## src/include/soc_boot_params.svh

```systemverilog
`ifndef SOC_BOOT_PARAMS_SVH
`define SOC_BOOT_PARAMS_SVH

// instruction memory geometry
// depth in 32-bit words
`define ICCM_DEPTH 1024

// word address width, log2 of the depth
`define ICCM_ADDR_W 10

// boot loader
// a received word with this value ends loading and is never written
`define ICCM_END_WORD 32'hFFFF_FFFF

// serial receiver
// width of the run-time bit period, counted in clock cycles
`define BAUD_DIV_W 16

// number of bytes packed into one instruction word
`define LOAD_BYTES 4

// data bits per serial frame
`define UART_DATA_BITS 8

// width of one instruction or data word
`define WORD_W 32

`endif

```

## src/hdl/soc_boot_pkg.sv

```systemverilog
`default_nettype none

`include "soc_boot_params.svh"

package soc_boot_pkg;

  // request from the core fetch port
  // wmask is a bit mask, the RAM reduces it to byte enables
  typedef struct packed {
    logic                    req;
    logic                    we;
    logic [`ICCM_ADDR_W-1:0] addr;
    logic [`WORD_W-1:0]      wdata;
    logic [`WORD_W-1:0]      wmask;
  } fetch_req_t;

  // response to the core fetch port
  // rdata only meaningful while rvalid is high
  typedef struct packed {
    logic               rvalid;
    logic [`WORD_W-1:0] rdata;
  } fetch_rsp_t;

  // loader word register
  // bytes view while the word is assembled, least significant byte first
  // word view for the RAM write and the end marker compare
  typedef union packed {
    logic [`LOAD_BYTES-1:0][7:0] bytes;
    logic [`WORD_W-1:0]          word;
  } load_word_u;

endpackage

`default_nettype wire

```

## src/hdl/iccm_loader.sv

```systemverilog
`timescale 1ns/1ps
`default_nettype none

`include "soc_boot_params.svh"

// packs received bytes into words and fills the ICCM from word 0 up
// holds the core in reset until the end marker arrives
module iccm_loader
  import soc_boot_pkg::*;
(
  input  logic                    clock,
  input  logic                    rst_ni,
  input  logic                    rx_dv_i,
  input  logic [7:0]              rx_byte_i,
  output logic                    we_o,
  output logic [`ICCM_ADDR_W-1:0] addr_o,
  output logic [`WORD_W-1:0]      wdata_o,
  output logic                    core_rst_no
);

  load_word_u              word_q;
  load_word_u              word_d;
  logic [1:0]              byte_cnt_q;
  logic [`ICCM_ADDR_W-1:0] addr_q;
  logic                    we_q;
  logic                    done_q;
  logic                    byte_ok;
  logic                    word_full;
  logic                    is_end;

  // bytes after the end marker are ignored
  assign byte_ok   = rx_dv_i & ~done_q;
  assign word_full = byte_ok & (byte_cnt_q == 2'(`LOAD_BYTES - 1));

  // drop the new byte into its lane
  // first byte lands in the lsb
  always_comb begin
    word_d = word_q;
    word_d.bytes[byte_cnt_q] = rx_byte_i;
  end

  assign is_end = (word_d.word == `ICCM_END_WORD);

  always_ff @(posedge clock) begin
    if (byte_ok) begin
      word_q <= word_d;
    end
  end

  always_ff @(posedge clock) begin
    if (!rst_ni) begin
      byte_cnt_q <= '0;
      addr_q     <= '0;
      we_q       <= 1'b0;
      done_q     <= 1'b0;
    end else begin
      // write the word one cycle after its last byte
      we_q <= word_full & ~is_end;
      if (byte_ok) begin
        byte_cnt_q <= byte_cnt_q + 1'b1;
      end
      // end marker releases the core for good
      if (word_full && is_end) begin
        done_q <= 1'b1;
      end
      // next word address once the write has gone out
      if (we_q) begin
        addr_q <= addr_q + 1'b1;
      end
    end
  end

  assign we_o        = we_q;
  assign addr_o      = addr_q;
  assign wdata_o     = word_q.word;
  assign core_rst_no = done_q;

  // the loader never writes once the core is running
  a_no_write_after_boot: assert property (@(posedge clock) disable iff (!rst_ni)
    we_o |-> !core_rst_no);

endmodule

`default_nettype wire

```

## config.mk

```make
export PLATFORM = sky130hd
export DESIGN_NAME = iccm_loader
export DESIGN_NICKNAME = d
export VERILOG_FILES = /design/src/hdl/soc_boot_pkg.sv /design/src/hdl/iccm_loader.sv
export VERILOG_INCLUDE_DIRS = /design/src /design/src/include
export SDC_FILE = /design/constraint.sdc
export NUM_CORES = 1
export LEC_CHECK = 0
export ABC_CLOCK_PERIOD_IN_PS = 4370
export BUFFER_PORTS_ARGS = -buffer_cell sky130_fd_sc_hd__buf_2
export CORE_ASPECT_RATIO = 0.6
export CORE_MARGIN = 2
export CORE_UTILIZATION = 45
export DETAILED_ROUTE_END_ITERATION = 10
export GPL_TIMING_DRIVEN = 0
export PLACE_DENSITY = 0.69
export SLEW_MARGIN = 20
export SYNTH_ARGS = -nofsm -noshare
export SYNTH_HDL_FRONTEND = slang
export SYNTH_SLANG_ARGS = --single-unit
```

## constraint.sdc

```tcl
create_clock -name clock -period 4.37 [get_ports clock]
set_clock_uncertainty 0.1 [all_clocks]
set_input_delay 0.874 -clock clock [delete_from_list [all_inputs] [get_ports clock]]
set_output_delay 0.874 -clock clock [all_outputs]
set_load 0.02 [all_outputs]
```

==> flow_summary.toml <==
[yosys]
synth-simple-area-share = 0.1190
synth_ff_type = "edfxtp_1"
postSynthAreaPerCell_um2 = 13.65
synthesis.area_um2 = 2197
synth.distinct_cells = 35
yosys_warnings = 0
ys_seq_area_frac = 0.5649
synth_compound_area_frac = 0.05182
ys_seq_elements = 46
synth-edff-count = 32
async_reset_ff_frac = 0
syn_inst = 161
synthXorXnorAreaFrac = 0.03189
synth_adder_area_share = 0.03986
synth.area.mux_share = 0.1703
ys_top_cells_by_count = "32 x edfxtp_1, 31 x mux2_2, 14 x dfxtp_1"
synth_top_family_by_area = "multiplexers"
synth_top_area_share = 0.4374
synth_top_area_cell = "edfxtp_1"
syn_nets = 179
synth.most_common_cell = "edfxtp_1"
synthTopCellsByArea = "edfxtp_1 44%, mux2_2 16%, dfxtp_1 13%, ha_1 4.0%, nand4_1 2.6%"

[critical_path]
crit_path_max_fanout = 10
r2r.worst_path.cells = 7
startpoint_type = "flip-flop"
slowest_delay_ps = 410
critPathBufInv = 2
required_ps = 4510
reg2reg_slack_ps = 2340
cp-end-kind = "flip-flop"
slowest_stage = "dfxtp_1"
criticalPathCategory = "flip-flop to flip-flop"
critPathTopFamily = "simple AND/OR/NAND/NOR gates"
crit_cells = 7
crit-reg2reg-launch = "byte_cnt_q[0]"
crit_chain = "inv_1 -> ha_1 -> buf_4 -> nor3_1 -> a32oi_1 -> nor4b_4 -> a32o_1"
crit_arrival_ps = 2170
r2r_end = "core_rst_no"

[global_route]
grt_usage = 0.1744
grt_pass1_vias = 1409
grt_max_degree = 20
gr-total-overflow = 0
antenna_found_initial = 0
grt_first_pass_wirelength_um = 7169

[floorplanning]
start_util = 0.4740
die-area_um2 = 5476
die_w_um = 94.21
die_h_um = 58.13
io-pin-count = 55
core-area_um2 = 4636
std_cell_rows = 19

[clock_network]
cts_hold_buffers = 0
cts_resized = 0
numCtsBuffers = 5
clock-root-buffer = "clkbuf_8"
cts_tree = "yes"
cts_max_level = 2
clock-sinks = 46
post_cts_buffers = 0
clk_pin_slew_ps = 90
clk_latency_ps = 300
ctsLongestPathBuffers = 2

[cells_and_area]
drive_gt1_frac = 0.4554
area_growth_pct = 23.23
fin_util = 0.5841
post-route-cell-area_um2 = 2708
nNetsFinal = 241
stdcell_count = 287
antenna_cells = 0

[sta]
setup_viol = 0
rsz0062_at_grt = "false"
slew_viol_final = 0
min_period_over_period = 0.4642
max_freq_mhz = 493.0
tightestPinTransition_ps = 517.7
relSlewSlack = 0.6549
hold_violations = 0
tns_ps = 0
min_period_ps = 2028

[routing]
wl_per_cell_um = 15.41
drt-initial-drc-count = 80
firstDrtPassIters = 4
wl_um = 4422
drc = 0
vias = 1505
viasPerCell = 5.244
ant_nets = 0

[power]
p_leak_uw = 0.001083
peakVddDrop_v = 0.0002038
p_total_uw = 1053
power_density_nw_per_um2 = 388.9

[placement]
routabilityCongestion = 0.7904
dpl.cell_count = 279
place_area_um2 = 2575
dp_hpwl_um = 3240
port_buffers = 54

[hold_path]
hold_start = "core_rst_no"
worstHoldPathCells = 1
min_to = "core_rst_no"
hold_path.class = "flip-flop to flip-flop"

[run]
maxCapViolations = 0

[outcome]
outcome = "finished clean"
[layout by cell type, fill, tap and decap left out, types with 3 or more instances in the layout]
cell / instances
and2_1: 8
ha_1: 7
dfxtp_1: 14
nand3_1: 3
xnor2_1: 6
nand2_1: 5
nor2_1: 7
mux2_2: 31
o21ai_0: 3
edfxtp_1: 32
buf_2: 54
nor2b_1: 3
nand4_1: 9
clkbuf_8: 5
[final cells by class]
cell class / instances / area, µm²
clock inverters: 3 / 63.81
multi-input cells: 107 / 907.1
clock buffers: 5 / 68.82
flip-flops and latches: 46 / 1241
inverters: 2 / 7.507
plain buffers: 6 / 42.54
well taps: 63 / 78.83
fillers: 387 / 1928
repair buffers: 55 / 297.8
[cells by family (layout without fill, tap and decap cells)]
group           count (synthesis)  after routing
simple gates                   44             44
fa+ha+maj                       7              7
xor+xnor                        8              8
compound gates                 15             15
flops                          46             46
buf+inv                         8             71
mux                            33             33
[stage by stage]
| step | setup slack, ps | hold slack, ps |
|---|---|---|
| after global routing | 2268 | 420.3 |
| after floorplan | 1872 | 476.3 |
| after CTS | 2347 | 411.6 |
| final | 2342 | 412.9 |
| after detailed placement | 2172 | 393.8 |
| after global placement | 1333 | 387.7 |
[power breakdown]
| group | switching [µW] | internal (µW) |
|---|---|---|
| Combinational | 90.4 | 71.6 |
| Sequential | 21.4 | 504 |
| Clock | 139 | 226 |
| Total | 251 | 802 |
[state kept, by name, indices dropped and copies added, names as in the netlist]
name         count
addr_o          10
byte_cnt_q       2
wdata_o         32
we_o             1
core_rst_no      1
[routing by layer]
layer / vias up / GRT usage / share of wire
met5: - / 0 / 0
met4: 0 / 0.04969 / 0.0086
met3: 5 / 0.05462 / 0.053
met2: 32 / 0.2296 / 0.40
met1: 733 / 0.2730 / 0.54
li1: 735 / - / -
[worst max path at each step]
stage | startpoint | endpoint | slack [ps]
CTS | byte_cnt_q[0] | core_rst_no | 2350
detailed placement | rx_dv_i | byte_cnt_q[0] | 2170
floorplan | rx_dv_i | wdata_o[0] | 1870
global route | byte_cnt_q[0] | core_rst_no | 2270
global placement | rx_dv_i | byte_cnt_q[0] | 1330
finish | byte_cnt_q[0] | core_rst_no | 2340
(Power assumes the default switching activity.)
