**src/include/soc_boot_params.svh**
```systemverilog
`ifndef SOC_BOOT_PARAMS_SVH
`define SOC_BOOT_PARAMS_SVH

// instruction memory geometry
// depth in 32-bit words
`define ICCM_DEPTH 1024

// word address width, log2 of the depth
`define ICCM_ADDR_W 10

// boot loader
// a received word with this value ends loading and is never written
`define ICCM_END_WORD 32'hFFFF_FFFF

// serial receiver
// width of the run-time bit period, counted in clock cycles
`define BAUD_DIV_W 16

// number of bytes packed into one instruction word
`define LOAD_BYTES 4

// data bits per serial frame
`define UART_DATA_BITS 8

// width of one instruction or data word
`define WORD_W 32

`endif

```
**src/hdl/uart_rx.sv**
```systemverilog
`timescale 1ns/1ps
`default_nettype none

`include "soc_boot_params.svh"

// 8N1 receiver, bit period given in clock cycles at run time
module uart_rx (
  input  logic                   clock,
  input  logic                   rst_ni,
  input  logic                   rx_i,
  input  logic [`BAUD_DIV_W-1:0] baud_div_i,
  output logic                   rx_dv_o,
  output logic [7:0]             rx_byte_o
);

  typedef enum logic [2:0] {
    RX_IDLE,
    RX_START,
    RX_DATA,
    RX_STOP,
    RX_CLEANUP
  } rx_state_e;

  rx_state_e              state_q;
  logic                   rx_meta_q;
  logic                   rx_sync_q;
  logic [`BAUD_DIV_W-1:0] clk_cnt_q;
  logic [`BAUD_DIV_W-1:0] bit_last;
  logic [`BAUD_DIV_W-1:0] half_last;
  logic [2:0]             bit_idx_q;
  logic [7:0]             shift_q;
  logic                   bit_end;
  logic                   sample_data;
  logic                   stop_ok;

  // counter end values for a full bit and for half a bit
  assign bit_last  = baud_div_i - 1'b1;
  assign half_last = bit_last >> 1;

  assign bit_end     = (clk_cnt_q == bit_last);
  assign sample_data = (state_q == RX_DATA) && bit_end;
  // a low stop bit is a framing error, the byte is dropped
  assign stop_ok     = (state_q == RX_STOP) && bit_end && rx_sync_q;

  // two flop synchronizer, line idles high
  always_ff @(posedge clock) begin
    if (!rst_ni) begin
      rx_meta_q <= 1'b1;
      rx_sync_q <= 1'b1;
    end else begin
      rx_meta_q <= rx_i;
      rx_sync_q <= rx_meta_q;
    end
  end

  always_ff @(posedge clock) begin
    if (!rst_ni) begin
      state_q   <= RX_IDLE;
      clk_cnt_q <= '0;
      bit_idx_q <= '0;
      rx_dv_o   <= 1'b0;
    end else begin
      rx_dv_o <= stop_ok;
      case (state_q)
        RX_IDLE: begin
          clk_cnt_q <= '0;
          bit_idx_q <= '0;
          if (!rx_sync_q) begin
            state_q <= RX_START;
          end
        end
        // recheck the line in the middle of the start bit
        RX_START: begin
          if (clk_cnt_q == half_last) begin
            clk_cnt_q <= '0;
            state_q   <= rx_sync_q ? RX_IDLE : RX_DATA;
          end else begin
            clk_cnt_q <= clk_cnt_q + 1'b1;
          end
        end
        RX_DATA: begin
          if (bit_end) begin
            clk_cnt_q <= '0;
            if (bit_idx_q == 3'(`UART_DATA_BITS - 1)) begin
              state_q <= RX_STOP;
            end else begin
              bit_idx_q <= bit_idx_q + 1'b1;
            end
          end else begin
            clk_cnt_q <= clk_cnt_q + 1'b1;
          end
        end
        RX_STOP: begin
          if (bit_end) begin
            clk_cnt_q <= '0;
            state_q   <= RX_CLEANUP;
          end else begin
            clk_cnt_q <= clk_cnt_q + 1'b1;
          end
        end
        RX_CLEANUP: begin
          state_q <= RX_IDLE;
        end
        default: begin
          state_q <= RX_IDLE;
        end
      endcase
    end
  end

  // data path, lsb first
  always_ff @(posedge clock) begin
    if (sample_data) begin
      shift_q[bit_idx_q] <= rx_sync_q;
    end
    if (stop_ok) begin
      rx_byte_o <= shift_q;
    end
  end

  // the strobe is a single cycle per frame
  a_dv_single: assert property (@(posedge clock) disable iff (!rst_ni)
    rx_dv_o |=> !rx_dv_o);

endmodule

`default_nettype wire

```
**config.mk**
```make
export PLATFORM = sky130hd
export DESIGN_NAME = uart_rx
export DESIGN_NICKNAME = d
export VERILOG_FILES = /design/src/hdl/uart_rx.sv
export VERILOG_INCLUDE_DIRS = /design/src /design/src/include
export SDC_FILE = /design/constraint.sdc
export NUM_CORES = 1
export LEC_CHECK = 0
export CELL_PAD_IN_SITES_DETAIL_PLACEMENT = 0
export CELL_PAD_IN_SITES_GLOBAL_PLACEMENT = 1
export CORE_MARGIN = 2
export CORE_UTILIZATION = 45
export CTS_CLUSTER_SIZE = 16
export DETAILED_ROUTE_END_ITERATION = 8
export DONT_BUFFER_PORTS = 1
export HOLD_SLACK_MARGIN = 0.03
export PLACE_DENSITY_LB_ADDON = 0.12
export SLEW_MARGIN = 0
export SYNTH_ARGS = -nofsm -noshare
export SYNTH_HDL_FRONTEND = slang
export SYNTH_SLANG_ARGS = --single-unit
```
**constraint.sdc**
```tcl
create_clock -name clock -period 4.9 [get_ports clock]
set_clock_uncertainty 0.15 [all_clocks]
set_input_delay 0.245 -clock clock [delete_from_list [all_inputs] [get_ports clock]]
set_output_delay 0.245 -clock clock [all_outputs]
set_load 0.02 [all_outputs]
```
==> impl_metrics.tcl <==
set metrics [dict create \
    total_power_w 0.000745 \
    worstPathCellList "inv_1, ha_1, or3b_1, nor3_2, xnor2_1, xnor2_1, or4_4, o21ai_4, and2_4, or2_1, o21ai_1" \
    postSynthRegisterBits 41 \
    worstSetupPathType "primary input to flip-flop" \
    root_buffer "clkbuf_8" \
    n_antenna_cell 0 \
    power_leakage_nw 1.12 \
    synth_nets 373 \
    status "complete, no violations" \
    drt-wirelength-per-cell_um 17.8 \
    p_int_w 0.000591 \
    io_pins 28 \
    pwr-share-seq_pct 47.6 \
    fp.dieW_um 88.6 \
    die_h_um 88.6 \
    worst-r2r-setup-slack_ps 1500 \
    cp.arrival_ps 3590 \
    cts_setup_buffers 0 \
    dp_hpwl_um 5580 \
    synth_edf_count 16 \
    dieArea_um2 7850 \
    antenna_found_initial 0 \
    crit_path_frequent_cell "xnor2_1" \
    hold_start "rst_ni" \
    period_share_pct 73.1 \
    synth.largest_area_cell "dfxtp_1" \
    tightest_slew_ps 836 \
    cts_resized 0 \
    slew_headroom_pct 44.2 \
    yosysMostFrequentCell "nand2_1" \
    hold_viol 0 \
    ctsHtreeMaxLevel 2 \
    cts_tree "yes" \
    clock_power_share_pct 43.5 \
    cts_hold_buf 2 \
    powerDensity_nw_per_um2 222 \
    dr.pass1.iters 4 \
    r2r_cells 9 \
    drive_gt1_share_pct 9.42 \
    grt_pass1_vias 2296 \
    hold_depth 2 \
    rsz0062_at_grt "no" \
    synthToLayoutAreaGrowth_pct 4.31 \
    critical_path_required_ps 4910 \
    p_switching_w 0.000154 \
    dp_worst_setup_slack_ps 1050 \
    drtAntennaViolNets 0 \
    switching_share_pct 20.6 \
    synth_seq_area_share_pct 30.5 \
    grt.total_usage_pct 20.3 \
    avgViaCountPerCell 5.99 \
    synthFlopType "dfxtp_1" \
    clock_sinks 41 \
    setup_ws_ps 1320 \
    fp-row-count 30 \
    drv_slew 0 \
    drtIter0Drc 204 \
    critPathTopFamily "simple AND/OR/NAND/NOR gates" \
    final.min_clock_period_ps 3580 \
    hold_end "state_q[0]" \
    layout.core_utilization_pct 48.9 \
    synth-async-reset-ratio_pct 0 \
    crit_fanout 9 \
    initial_core_util_pct 46.9 \
    drc 0 \
    placedCellCount 415 \
    synthTopCellsByArea "dfxtp_1, edfxtp_1, xnor2_1, xnor3_1, o311ai_4" \
    fmax_mhz 279 \
    vias 2545 \
    peakVddDrop_mv 0.223 \
    clk_pin_slew_worst_paths_ps 80 \
    core_um2 6870 \
    port_buffers 0 \
    fin_cells 425 \
    cap_violations 0 \
    r2r_start "clk_cnt_q[6]" \
    netlist_area_um2 3220 \
    clock_latency_ps 290 \
    num-nets-final 351 \
    cp-end-kind "flip-flop" \
    slowest_stage "or4_4" \
    synthDistinctLibCells 65 \
    numCtsBuffers 5 \
    syn_avg_cell_area_um2 9.20 \
    critPathBufInv 1 \
    combPwrFrac_pct 8.9 \
    gp_congestion 0.902 \
    timing.rr.end "clk_cnt_q[15]" \
    setup_viol 0 \
    ys_warn_count 0 \
    grt_start_max_net_pins 19 \
    synth_common_cells "nand2_1, dfxtp_1, xnor2_1, clkbuf_1, o21ai_0" \
    clockBufferDepth 2 \
    synth_cells 350 \
    drt-total-wl_um 7580 \
    yosysTopAreaCellShare_pct 15.5 \
    grt_pass1_wl_um 12300 \
    startpoint_type "primary input" \
    min_path_type "primary input to flip-flop" \
    overflow 0 \
    fin_tns_setup_ps 0 \
    slowest_delay_ps 560 \
]
-- per-stage QoR --
step / hold slack [ps] / cell area, um2
global placement: 170 / 3200
finish: 208 / 3360
detailed placement: 172 / 3200
global route: 235 / 3360
CTS: 195 / 3360
floorplan: 196 / 3220
-- final cells by class --
class	count	area, um2
Inverter	10	37.5
Tap cell	96	120
Timing Repair Buffer	5	42.5
Clock inverter	3	68.8
Fill cell	673	3510
Multi-Input combinational cell	265	2040
Sequential cell	41	981
Clock buffer	5	68.8
-- power by group through the flow --
| stage | Combinational [W] | Clock [W] | Sequential (W) |
|---|---|---|---|
| floorplan | 0.0000666 | 0 | 0.000362 |
| global placement | 0.0000638 | 0 | 0.000363 |
| detailed placement | 0.0000631 | 0 | 0.000363 |
| CTS | 0.0000657 | 0.000334 | 0.000355 |
| global route | 0.0000728 | 0.000350 | 0.000355 |
| finish | 0.0000664 | 0.000324 | 0.000355 |
-- cell families after synthesis --
group	Yosys count	share of synthesized area, %
adders and majority gates	4	1.55
muxes	2	0.622
xor gates and xnor gates	38	14.2
AOI/OAI and AO/OA	77	19.8
buffers and inverters	44	6.18
and+or+nand+nor	144	27.2
DFF	41	30.5
-- metal layers --
metal	wire (um)	GRT usage [%]	vias to the layer above	share of wire [%]
met5	0	0	-	0
met4	27	3.03	0	0.36
met3	518	4.10	5	6.8
met2	3220	28.2	88	42
met1	3820	32.6	1196	50
li1	-	-	1256	-
-- worst max-delay path by stage --
stage / from / end / slack [ps] / depth (start not counted)
3_3_place_gp: baud_div_i[0] / clk_cnt_q[11] / 1110 / 11
6_report: baud_div_i[0] / clk_cnt_q[15] / 1320 / 11
5_1_grt: baud_div_i[0] / clk_cnt_q[3] / 1070 / 11
4_1_cts: baud_div_i[0] / clk_cnt_q[15] / 1350 / 11
3_5_place_dp: baud_div_i[0] / clk_cnt_q[15] / 1050 / 11
2_1_floorplan: baud_div_i[0] / rx_byte_o[0] / 1410 / 11
-- registers in the layout, indices dropped and copies added (netlist names) --
register   flops
bit_idx_q      3
clk_cnt_q     16
rx_byte_o      8
rx_dv_o        1
rx_meta_q      1
rx_sync_q      1
shift_q        8
state_q        3
-- layout by cell type, fill, tap and decap left out, drive strengths merged, types with 11 or more instances in the layout --
cell     n
nor3    11
nand2   27
edfxtp  16
nand3   15
dfxtp   25
nor4    12
inv     11
xnor2   24
o21ai   21
nor2    13
-- worst register-to-register path, stage by stage, from the launching register on --
cell and delay [ps]:
dfxtp_1 530, xnor2_1 170, xnor2_1 150, o41ai_1 450, o21ai_0 180, nor4_1 430, or3_1 330, and2_4 200
or2_1 540, o21ai_1 140
(Power assumes the default switching activity.)
